$ cat src/logic/neural_pkg.sv
`default_nettype none

package neural_pkg;

    // Float format: sign, exponent, mantissa
    localparam int WORD_W   = 16;
    localparam int EXP_W    = 8;
    localparam int MAN_W    = 7;
    localparam int EXP_BIAS = 127;

    typedef logic [WORD_W-1:0] word_t;  // One float word
    typedef logic [7:0]        byte_t;  // One stream byte

    // Frame delimiters, same on both directions
    localparam byte_t SOF_BYTE = 8'hFE;
    localparam byte_t EOF_BYTE = 8'hFF;

    // Input side
    typedef enum logic [1:0] {
        WAIT_SOF,
        PAYLOAD,
        WAIT_EOF,
        BUSY                            // Job in flight, input closed
    } rx_state_t;

    // Output side
    typedef enum logic [1:0] {
        TX_IDLE,
        TX_SOF,
        TX_DATA,
        TX_EOF
    } tx_state_t;

    // Systolic array sequencing
    typedef enum logic {
        ARR_IDLE,
        ARR_RUN
    } arr_state_t;

endpackage

`default_nettype wire

$ cat src/logic/fp_add.sv
`timescale 1ns/10ps
`default_nettype none

module fp_add (
    input  wire neural_pkg::word_t a_i,
    input  wire neural_pkg::word_t b_i,
    output neural_pkg::word_t      sum_o
);

    localparam int WW = neural_pkg::WORD_W;
    localparam int EW = neural_pkg::EXP_W;
    localparam int MW = neural_pkg::MAN_W;

    neural_pkg::word_t big;
    neural_pkg::word_t lesser;
    logic [EW-1:0]     exp_big;
    logic [EW-1:0]     exp_small;
    logic [EW-1:0]     exp_diff;
    logic [MW:0]       sig_small;       // Aligned to the larger operand
    logic [MW+1:0]     sig_sum;         // One carry bit
    logic              special;

    // Order by magnitude, sign bit ignored
    assign big    = (a_i[WW-2:0] < b_i[WW-2:0]) ? b_i : a_i;
    assign lesser = (a_i[WW-2:0] < b_i[WW-2:0]) ? a_i : b_i;

    assign exp_big   = big[WW-2 -: EW];
    assign exp_small = lesser[WW-2 -: EW];
    assign exp_diff  = exp_big - exp_small;
    assign sig_small = {1'b1, lesser[MW-1:0]} >> exp_diff;  // Bits shifted out are lost
    assign sig_sum   = {1'b0, 1'b1, big[MW-1:0]} + {1'b0, sig_small};

    assign special = (&a_i[WW-2 -: EW]) || (&b_i[WW-2 -: EW]);

    always_comb begin
        if (a_i[WW-2 -: EW] == '0) begin
            sum_o = b_i;
        end else if (b_i[WW-2 -: EW] == '0) begin
            sum_o = a_i;
        end else if (special) begin
            sum_o = '0;
        end else if (big[WW-1] != lesser[WW-1]) begin
            // Unlike signs give the larger operand's sign and exponent only
            sum_o = {big[WW-1], exp_big, {MW{1'b0}}};
        end else if (sig_sum[MW+1]) begin
            sum_o = {big[WW-1], exp_big + 1'b1, sig_sum[MW:1]};  // Carry out, renormalize
        end else begin
            sum_o = {big[WW-1], exp_big, sig_sum[MW-1:0]};
        end
    end

endmodule

`default_nettype wire

$ cat src/logic/fp_mul.sv
`timescale 1ns/10ps
`default_nettype none

module fp_mul (
    input  wire neural_pkg::word_t a_i,
    input  wire neural_pkg::word_t b_i,
    output neural_pkg::word_t      product_o
);

    localparam int EW      = neural_pkg::EXP_W;
    localparam int MW      = neural_pkg::MAN_W;
    localparam int EXP_MAX = 254;       // Largest finite exponent

    logic [EW-1:0]   exp_a;
    logic [EW-1:0]   exp_b;
    logic [MW:0]     sig_a;
    logic [MW:0]     sig_b;
    logic [2*MW+1:0] prod;              // Full significand product
    logic            norm;
    logic [MW-1:0]   man;
    logic [EW+1:0]   exp_sum;           // Two guard bits for the biased sum
    logic [EW+1:0]   exp_res;
    logic            sign;
    logic            zero;
    logic            out_of_range;

    assign exp_a = a_i[neural_pkg::WORD_W-2 -: EW];
    assign exp_b = b_i[neural_pkg::WORD_W-2 -: EW];
    assign sig_a = {1'b1, a_i[MW-1:0]};  // Hidden one restored
    assign sig_b = {1'b1, b_i[MW-1:0]};
    assign sign  = a_i[neural_pkg::WORD_W-1] ^ b_i[neural_pkg::WORD_W-1];
    assign zero  = (exp_a == '0) || (exp_b == '0);

    assign prod = sig_a * sig_b;
    assign norm = prod[2*MW+1];         // Product in [2,4), shift once

    // Truncate, drop the leading one
    assign man = norm ? prod[2*MW -: MW] : prod[2*MW-1 -: MW];

    assign exp_sum = {2'b00, exp_a} + {2'b00, exp_b} + {{(EW+1){1'b0}}, norm};
    assign exp_res = exp_sum - (EW+2)'(neural_pkg::EXP_BIAS);

    assign out_of_range = (exp_sum < (EW+2)'(neural_pkg::EXP_BIAS))
                       || (exp_sum > (EW+2)'(neural_pkg::EXP_BIAS + EXP_MAX));

    always_comb begin
        if (zero) begin
            product_o = '0;
        end else if (out_of_range) begin
            product_o = {sign, {EW{1'b1}}, {MW{1'b0}}};  // Saturate to all-ones exponent
        end else begin
            product_o = {sign, exp_res[EW-1:0], man};
        end
    end

endmodule

`default_nettype wire

$ cat src/logic/frame_receiver.sv
`timescale 1ns/10ps
`default_nettype none

module frame_receiver (
    input  wire                    clk,
    input  wire                    reset,
    input  wire neural_pkg::byte_t in_byte_i,
    input  wire                    in_valid_i,
    output logic                   in_ready_o,
    input  wire                    sent_i,
    output neural_pkg::word_t      a0_o,
    output neural_pkg::word_t      a1_o,
    output neural_pkg::word_t      a2_o,
    output neural_pkg::word_t      a3_o,
    output neural_pkg::word_t      b0_o,
    output neural_pkg::word_t      b1_o,
    output neural_pkg::word_t      b2_o,
    output neural_pkg::word_t      b3_o,
    output logic                   load_o
);

    localparam int         WW       = neural_pkg::WORD_W;
    localparam logic [3:0] LAST_IDX = 4'd15;  // Sixteen payload bytes

    neural_pkg::rx_state_t state_q;
    logic [3:0]            idx_q;
    logic [8*WW-1:0]       pay_q;             // Payload bytes, first byte ends up on top
    neural_pkg::word_t     word_q [8];        // A then B, row-major
    logic                  take;
    logic                  eof_hit;

    assign in_ready_o = (state_q != neural_pkg::BUSY) && !load_o;
    assign take       = in_valid_i && in_ready_o;
    assign eof_hit    = take && (state_q == neural_pkg::WAIT_EOF)
                     && (in_byte_i == neural_pkg::EOF_BYTE);

    always_ff @(posedge clk or negedge reset) begin
        if (!reset) begin
            state_q <= neural_pkg::WAIT_SOF;
            idx_q   <= '0;
            load_o  <= 1'b0;
        end else begin
            load_o <= eof_hit;
            case (state_q)
                neural_pkg::WAIT_SOF: begin
                    if (take && in_byte_i == neural_pkg::SOF_BYTE) begin
                        state_q <= neural_pkg::PAYLOAD;
                        idx_q   <= '0;
                    end
                end
                neural_pkg::PAYLOAD: begin
                    if (take) begin
                        idx_q <= idx_q + 4'd1;
                        if (idx_q == LAST_IDX) begin
                            state_q <= neural_pkg::WAIT_EOF;
                        end
                    end
                end
                neural_pkg::WAIT_EOF: begin
                    if (load_o) begin
                        state_q <= neural_pkg::BUSY;  // Input shut until results leave
                    end
                end
                neural_pkg::BUSY: begin
                    if (sent_i) begin
                        state_q <= neural_pkg::WAIT_SOF;
                    end
                end
                default: state_q <= neural_pkg::WAIT_SOF;
            endcase
        end
    end

    always_ff @(posedge clk) begin
        if (take && state_q == neural_pkg::PAYLOAD) begin
            pay_q <= {pay_q[8*WW-9:0], in_byte_i};
        end
        if (eof_hit) begin
            for (int w = 0; w < 8; w++) begin
                word_q[w] <= pay_q[(7-w)*WW +: WW];
            end
        end
    end

    assign a0_o = word_q[0];
    assign a1_o = word_q[1];
    assign a2_o = word_q[2];
    assign a3_o = word_q[3];
    assign b0_o = word_q[4];
    assign b1_o = word_q[5];
    assign b2_o = word_q[6];
    assign b3_o = word_q[7];

    // No new load once the input is closed
    a_no_load_in_busy: assert property (@(posedge clk) disable iff (!reset)
        load_o |-> state_q != neural_pkg::BUSY);

endmodule

`default_nettype wire

$ cat src/logic/neural_core_top.sv
`timescale 1ns/10ps
`default_nettype none

module neural_core_top (
    input  wire                    clk,
    input  wire                    reset,
    input  wire neural_pkg::byte_t in_byte_i,
    input  wire                    in_valid_i,
    output wire                    in_ready_o,
    output wire neural_pkg::byte_t out_byte_o,
    output wire                    out_valid_o,
    input  wire                    out_ready_i
);

    neural_pkg::word_t a0, a1, a2, a3;
    neural_pkg::word_t b0, b1, b2, b3;
    neural_pkg::word_t c0, c1, c2, c3;
    logic              load;
    logic              done;
    logic              sent;             // Output EOF accepted, reopen input

    frame_receiver u_rx (
        .clk(clk), .reset(reset),
        .in_byte_i(in_byte_i), .in_valid_i(in_valid_i), .in_ready_o(in_ready_o),
        .sent_i(sent),
        .a0_o(a0), .a1_o(a1), .a2_o(a2), .a3_o(a3),
        .b0_o(b0), .b1_o(b1), .b2_o(b2), .b3_o(b3),
        .load_o(load)
    );

    systolic_array u_array (
        .clk(clk), .reset(reset),
        .a0_i(a0), .a1_i(a1), .a2_i(a2), .a3_i(a3),
        .b0_i(b0), .b1_i(b1), .b2_i(b2), .b3_i(b3),
        .load_i(load),
        .c0_o(c0), .c1_o(c1), .c2_o(c2), .c3_o(c3),
        .done_o(done)
    );

    result_sender u_tx (
        .clk(clk), .reset(reset),
        .c0_i(c0), .c1_i(c1), .c2_i(c2), .c3_i(c3),
        .done_i(done),
        .out_byte_o(out_byte_o), .out_valid_o(out_valid_o), .out_ready_i(out_ready_i),
        .sent_o(sent)
    );

endmodule

`default_nettype wire

$ cat src/logic/result_sender.sv
`timescale 1ns/10ps
`default_nettype none

module result_sender (
    input  wire                    clk,
    input  wire                    reset,
    input  wire neural_pkg::word_t c0_i,
    input  wire neural_pkg::word_t c1_i,
    input  wire neural_pkg::word_t c2_i,
    input  wire neural_pkg::word_t c3_i,
    input  wire                    done_i,
    output neural_pkg::byte_t      out_byte_o,
    output logic                   out_valid_o,
    input  wire                    out_ready_i,
    output logic                   sent_o
);

    neural_pkg::tx_state_t state_q;
    logic [2:0]            idx_q;        // Word select and high/low byte
    neural_pkg::word_t     res_q [4];
    neural_pkg::word_t     cur_word;
    logic                  xfer;

    assign out_valid_o = (state_q != neural_pkg::TX_IDLE);
    assign xfer        = out_valid_o && out_ready_i;
    assign sent_o      = (state_q == neural_pkg::TX_EOF) && out_ready_i;
    assign cur_word    = res_q[idx_q[2:1]];

    always_comb begin
        case (state_q)
            neural_pkg::TX_SOF:  out_byte_o = neural_pkg::SOF_BYTE;
            neural_pkg::TX_DATA: out_byte_o = idx_q[0] ? cur_word[7:0] : cur_word[15:8];
            neural_pkg::TX_EOF:  out_byte_o = neural_pkg::EOF_BYTE;
            default:             out_byte_o = '0;
        endcase
    end

    always_ff @(posedge clk or negedge reset) begin
        if (!reset) begin
            state_q <= neural_pkg::TX_IDLE;
            idx_q   <= '0;
        end else begin
            case (state_q)
                neural_pkg::TX_IDLE: if (done_i) state_q <= neural_pkg::TX_SOF;
                neural_pkg::TX_SOF: begin
                    if (xfer) begin
                        state_q <= neural_pkg::TX_DATA;
                        idx_q   <= '0;
                    end
                end
                neural_pkg::TX_DATA: begin
                    if (xfer) begin
                        idx_q <= idx_q + 3'd1;
                        if (idx_q == 3'd7) state_q <= neural_pkg::TX_EOF;  // Last low byte
                    end
                end
                neural_pkg::TX_EOF: if (xfer) state_q <= neural_pkg::TX_IDLE;
                default: state_q <= neural_pkg::TX_IDLE;
            endcase
        end
    end

    // Results held here so the array is free once done
    always_ff @(posedge clk) begin
        if (done_i && state_q == neural_pkg::TX_IDLE) begin
            res_q[0] <= c0_i;
            res_q[1] <= c1_i;
            res_q[2] <= c2_i;
            res_q[3] <= c3_i;
        end
    end

    a_hold_on_stall: assert property (@(posedge clk) disable iff (!reset)
        (out_valid_o && !out_ready_i) |=> $stable(out_byte_o));

endmodule

`default_nettype wire

$ cat src/logic/systolic_array.sv
`timescale 1ns/10ps
`default_nettype none

module systolic_array (
    input  wire                    clk,
    input  wire                    reset,
    input  wire neural_pkg::word_t a0_i,
    input  wire neural_pkg::word_t a1_i,
    input  wire neural_pkg::word_t a2_i,
    input  wire neural_pkg::word_t a3_i,
    input  wire neural_pkg::word_t b0_i,
    input  wire neural_pkg::word_t b1_i,
    input  wire neural_pkg::word_t b2_i,
    input  wire neural_pkg::word_t b3_i,
    input  wire                    load_i,
    output neural_pkg::word_t      c0_o,
    output neural_pkg::word_t      c1_o,
    output neural_pkg::word_t      c2_o,
    output neural_pkg::word_t      c3_o,
    output logic                   done_o
);

    localparam logic [2:0] LAST_CNT = 3'd4;  // Load cycle plus four shift cycles

    neural_pkg::arr_state_t state_q;
    logic [2:0]             cnt_q;
    neural_pkg::word_t      w_q [4];     // Stationary weights, B row-major
    neural_pkg::word_t      act0_q [3];  // Column 0 of A, enters PE row 0
    neural_pkg::word_t      act1_q [3];  // Column 1 of A, one slot later
    neural_pkg::word_t      east0_q;
    neural_pkg::word_t      east1_q;
    neural_pkg::word_t      top0_q;      // Partial sums leaving the top row
    neural_pkg::word_t      top1_q;
    neural_pkg::word_t      sk0_q [3];   // Column skew buffer, col 0 finishes first
    neural_pkg::word_t      sk1_q [2];
    neural_pkg::word_t      m00;
    neural_pkg::word_t      m01;
    neural_pkg::word_t      m10;
    neural_pkg::word_t      m11;
    neural_pkg::word_t      s0;
    neural_pkg::word_t      s1;

    // Top row only multiplies, its product goes straight south
    fp_mul u_mul00 (.a_i(act0_q[0]), .b_i(w_q[0]), .product_o(m00));
    fp_mul u_mul01 (.a_i(east0_q),   .b_i(w_q[1]), .product_o(m01));
    fp_mul u_mul10 (.a_i(act1_q[0]), .b_i(w_q[2]), .product_o(m10));
    fp_mul u_mul11 (.a_i(east1_q),   .b_i(w_q[3]), .product_o(m11));

    fp_add u_add0 (.a_i(top0_q), .b_i(m10), .sum_o(s0));
    fp_add u_add1 (.a_i(top1_q), .b_i(m11), .sum_o(s1));

    always_ff @(posedge clk or negedge reset) begin
        if (!reset) begin
            state_q <= neural_pkg::ARR_IDLE;
            cnt_q   <= '0;
            done_o  <= 1'b0;
        end else begin
            done_o <= 1'b0;
            case (state_q)
                neural_pkg::ARR_IDLE: begin
                    if (load_i) begin
                        state_q <= neural_pkg::ARR_RUN;
                        cnt_q   <= 3'd1;
                    end
                end
                neural_pkg::ARR_RUN: begin
                    if (cnt_q == LAST_CNT) begin
                        state_q <= neural_pkg::ARR_IDLE;
                        done_o  <= 1'b1;
                    end else begin
                        cnt_q <= cnt_q + 3'd1;
                    end
                end
                default: state_q <= neural_pkg::ARR_IDLE;
            endcase
        end
    end

    always_ff @(posedge clk) begin
        if (load_i) begin
            w_q[0]    <= b0_i;
            w_q[1]    <= b1_i;
            w_q[2]    <= b2_i;
            w_q[3]    <= b3_i;
            act0_q[0] <= a0_i;
            act0_q[1] <= a2_i;
            act0_q[2] <= '0;
            act1_q[0] <= '0;             // Skew slot
            act1_q[1] <= a1_i;
            act1_q[2] <= a3_i;
        end else if (state_q == neural_pkg::ARR_RUN) begin
            for (int s = 0; s < 2; s++) begin
                act0_q[s] <= act0_q[s+1];
                act1_q[s] <= act1_q[s+1];
            end
            act0_q[2] <= '0;
            act1_q[2] <= '0;
            east0_q   <= act0_q[0];      // Activations move east
            east1_q   <= act1_q[0];
            top0_q    <= m00;            // Sums move south
            top1_q    <= m01;
            sk0_q[0]  <= s0;
            sk0_q[1]  <= sk0_q[0];
            sk0_q[2]  <= sk0_q[1];
            sk1_q[0]  <= s1;
            sk1_q[1]  <= sk1_q[0];
        end
    end

    // Skew buffer freezes when the run stops, so results hold until the next load
    assign c0_o = sk0_q[2];
    assign c1_o = sk1_q[1];
    assign c2_o = sk0_q[1];
    assign c3_o = sk1_q[0];

    // Receiver must stay closed for the whole run
    a_no_load_in_run: assert property (@(posedge clk) disable iff (!reset)
        load_i |-> state_q != neural_pkg::ARR_RUN);

endmodule

`default_nettype wire

$ cat config.mk
export PLATFORM = sky130hd
export DESIGN_NAME = neural_core_top
export DESIGN_NICKNAME = d
export VERILOG_FILES = /design/src/logic/neural_pkg.sv /design/src/logic/fp_add.sv /design/src/logic/fp_mul.sv /design/src/logic/frame_receiver.sv /design/src/logic/neural_core_top.sv /design/src/logic/result_sender.sv /design/src/logic/systolic_array.sv
export SDC_FILE = /design/constraint.sdc
export NUM_CORES = 1
export LEC_CHECK = 0
export ABC_AREA = 0
export BUFFER_PORTS_ARGS = -buffer_cell sky130_fd_sc_hd__buf_2
export CAP_MARGIN = 20
export CORE_MARGIN = 2
export CORE_UTILIZATION = 65
export DETAILED_ROUTE_END_ITERATION = 16
export PLACE_DENSITY = 0.81
export REMOVE_ABC_BUFFERS = 1
export SYNTH_ARGS = -nofsm -noshare
export SYNTH_HDL_FRONTEND = slang
export SYNTH_HIERARCHICAL = 1
export SYNTH_SLANG_ARGS = --single-unit
$ cat constraint.sdc
create_clock -name clk -period 14.41 [get_ports clk]
set_clock_uncertainty 0.05 [all_clocks]
set_input_delay 0.7205 -clock clk [delete_from_list [all_inputs] [get_ports clk]]
set_output_delay 0.7205 -clock clk [all_outputs]
set_load 0.03 [all_outputs]
==> results_dict.tcl <==
set metrics [dict create \
    p_total_mw 4.77 \
    num-fill-cells 3785 \
    grtUsageTotal_pct 27.5 \
    critPathMaxStageDelay_ps 540 \
    slew_headroom_pct 30.4 \
    synth_edf_count 608 \
    hold_depth 1 \
    h-tree-depth 2 \
    detailed_place_hpwl_mm 56.4 \
    peakVddDrop_mv 0.162 \
    clk_path_buf_depth 3 \
    syn_area_mm2 0.0366 \
    die_h_um 241 \
    cp_max_fo 11 \
    min_from "in_byte_i[2]" \
    crit_type "reg -> reg" \
    ys_types 101 \
    p_per_area_mw_per_mm2 121 \
    vias 22800 \
    gp_congestion 0.929 \
    die_x_um 241 \
    port_buffers 21 \
    synth_ff_type "edfxtp_1" \
    overflow 0 \
    synth_top_area_cell "edfxtp_1" \
    synth-async-reset-ratio_pct 2.72 \
    placed_cell_area_mm2 0.0372 \
    antenna_found_initial 0 \
    tightest_slew_ps 1040 \
    cp.required_ps 14790 \
    drive_gt1_share_pct 9.51 \
    ys_seq_area_share_pct 51.0 \
    cts_buffers 61 \
    setup_violations 0 \
    root_buffer "clkbuf_16" \
    dp.cells 3663 \
    grt_pass1_wl_mm 124 \
    postRouteAntennaNets 0 \
    syn_inst 2966 \
    wl_mm 78.1 \
    grt_pass1_vias 23154 \
    outcome "finished, final reports clean" \
    arrival_ps 13860 \
    r2r_cells 52 \
    syn_avg_cell_area_um2 12.4 \
    p_leak_nw 15.6 \
    clk_latency_ps 660 \
    wl_per_cell_um 20.6 \
    drtIter0Drc 1713 \
    synth_seq_cells 625 \
    cts_tree "built" \
    crit_slowest_cell "fa_1" \
    fin_area_mm2 0.0394 \
    worstSetupStartpointType "flip-flop" \
    synth.most_common_cell "edfxtp_1" \
    clk_pin_slew_ps 60 \
    synthDominantCellAreaShare_pct 49.8 \
    fin_cells 3785 \
    path_common_cell "fa_1" \
    synth_commonest_cells "edfxtp_1 (608), inv_1 (358), ha_1 (228)" \
    multi_input_area_mm2 0.0160 \
    synth.area.top_cells "edfxtp_1 (50%), fa_1 (8.2%), ha_1 (7.8%), inv_1 (3.7%), and2_1 (3.2%)" \
    max-cap-violations 0 \
    fp.coreArea_mm2 0.0561 \
    num_rows 87 \
    regArea_mm2 0.0187 \
    cts_sinks 625 \
    finalHoldViolations 0 \
    layout_worst_path_cycle_share_pct 93.6 \
    die-area_mm2 0.0583 \
    holdCritPathClass "in -> reg" \
    period_needed_ps 13480 \
    drc_errors 0 \
    r2r-start "u_array/east1_q[1]" \
    initial_utilization_pct 65.4 \
    slew_violations 0 \
    ios 22 \
    grt_max_degree 86 \
    worst_setup_path_end_kind "flip-flop" \
    yosysWarnings 6 \
    syn2layout_area_growth_pct 7.40 \
    vias_per_cell 6.02 \
    layout.nets 3367 \
    rsz0062_at_grt "false" \
    setup_tns_ps 0 \
    fmax_mhz 74.2 \
    critPathLaunch "u_array/east1_q[1]" \
    dr.pass1.iters 6 \
]
## registers in the layout, indices dropped and copies added, names as in the netlist
register	flops
u_array/cnt_q	3
u_array/east0_q	16
u_array/w_q	64
u_array/east1_q	16
u_array/top1_q	16
u_array/state_q	1
u_array/act1_q	48
u_array/top0_q	16
u_array/act0_q	32
u_rx/idx_q	4
u_rx/state_q	2
u_rx/load_o	1
u_array/done_o	1
u_tx/idx_q	3
u_tx/res_q	64
u_array/sk1_q	32
u_rx/word_q	128
u_array/sk0_q	48
u_rx/pay_q	128
u_tx/state_q	2
## worst max-delay path, delay by kind of cell (launching register included)
family	cells	cell delay [ps]
fa+ha+maj	11	4590
flops	1	490
simple gates	11	1800
mux	1	130
compound gates	22	5260
xor+xnor	1	180
buf+inv	6	750
## per-stage QoR
stage          utilization [%]  setup slack [ps]  hold slack (ps)
6_report                  70.2               929              224
3_5_place_dp              66.4               735              355
5_1_grt                   70.2              10.6              205
4_1_cts                   70.0               666              193
3_3_place_gp              66.4              1180              350
2_1_floorplan                -              1970              350
## worst paths after layout
kind / endpoint / slack (ps)
max: u_array/sk1_q[0][10] / 930
max in group asynchronous: u_array/state_q / 13370
min: u_rx/pay_q[2] / 220
min reg2reg: u_tx/res_q[0][15] / 320
max reg2reg: u_array/sk1_q[0][10] / 930
min in group asynchronous: u_rx/state_q[0] / 530
## cell families (layout without fill, tap and decap cells)
group | Yosys count | in the layout | synth area share [%]
DFF | 625 | 625 | 51.0
and+or+nand+nor | 798 | 798 | 11.5
adders and majority gates | 378 | 378 | 16.0
xor gates and xnor gates | 82 | 82 | 2.04
AOI/OAI and AO/OA | 487 | 488 | 9.33
other | 0 | 1 | 0
muxes | 140 | 140 | 4.67
buffers and inverters | 456 | 517 | 5.46
## cell usage in the layout, fill, tap and decap left out, drive strengths merged, types with 8 or more instances in the layout
| cell type | Yosys | final |
|---|---|---|
| a21o | 24 | 24 |
| nor2b | 33 | 33 |
| nor3 | 37 | 37 |
| mux2i | 62 | 62 |
| o211ai | 13 | 13 |
| and2 | 187 | 187 |
| edfxtp | 608 | 608 |
| clkinv | 0 | 23 |
| o221ai | 10 | 10 |
| a211oi | 27 | 27 |
| nand2 | 176 | 176 |
| nand3 | 53 | 53 |
| fa | 150 | 150 |
| ha | 228 | 228 |
| a211o | 21 | 21 |
| and3 | 26 | 26 |
| nand2b | 20 | 20 |
| nor4 | 23 | 23 |
| o211a | 9 | 9 |
| o21ai | 98 | 98 |
| o31ai | 14 | 15 |
| clkbuf | 33 | 78 |
| a21oi | 127 | 127 |
| a22oi | 32 | 32 |
| nand4 | 24 | 24 |
| buf | 65 | 44 |
| dfrtp | 17 | 17 |
| a31oi | 19 | 19 |
| nor2 | 158 | 158 |
| xor2 | 32 | 32 |
| nor3b | 12 | 12 |
| xnor2 | 50 | 50 |
| inv | 358 | 361 |
| o21a | 13 | 13 |
| mux2 | 70 | 70 |
| mux4 | 8 | 8 |
## metal layers
| metal | part of all wire (%) | routed length [um] | track usage, % | vias up |
|---|---|---|---|---|
| li1 | - | - | - | 10621 |
| met4 | 4.2 | 3280 | 11.1 | 0 |
| met3 | 5.0 | 3900 | 3.54 | 169 |
| met2 | 49 | 38400 | 47.0 | 734 |
| met5 | 0 | 0 | 0 | - |
| met1 | 42 | 32500 | 36.0 | 11276 |
## layout make-up
| class | count | area share, % |
|---|---|---|
| flip-flops and latches | 625 | 47.5 |
| clock inverters | 36 | 1.07 |
| clock buffers | 78 | 4.12 |
| repair buffers | 45 | 0.763 |
| diodes | 1 | 0.00636 |
| well taps | 756 | 2.40 |
| multi-input cells | 1886 | 40.7 |
| inverters | 358 | 3.43 |
## what timing repair did
item	in CTS	in global routing
setup buffers	0	5
resized for setup	0	10
hold endpoints to repair	13	0
hold buffers	1	0
endpoints found under the setup margin	0	28
## where the power goes
part	switching, mW	internal [mW]	leakage [nW]
combinational	0.587	0.364	8.86
sequential	0.0859	2.15	5.73
clock	0.678	0.911	0.981
total	1.35	3.42	15.6
No activity file was read; power rests on OpenSTA's default activity.
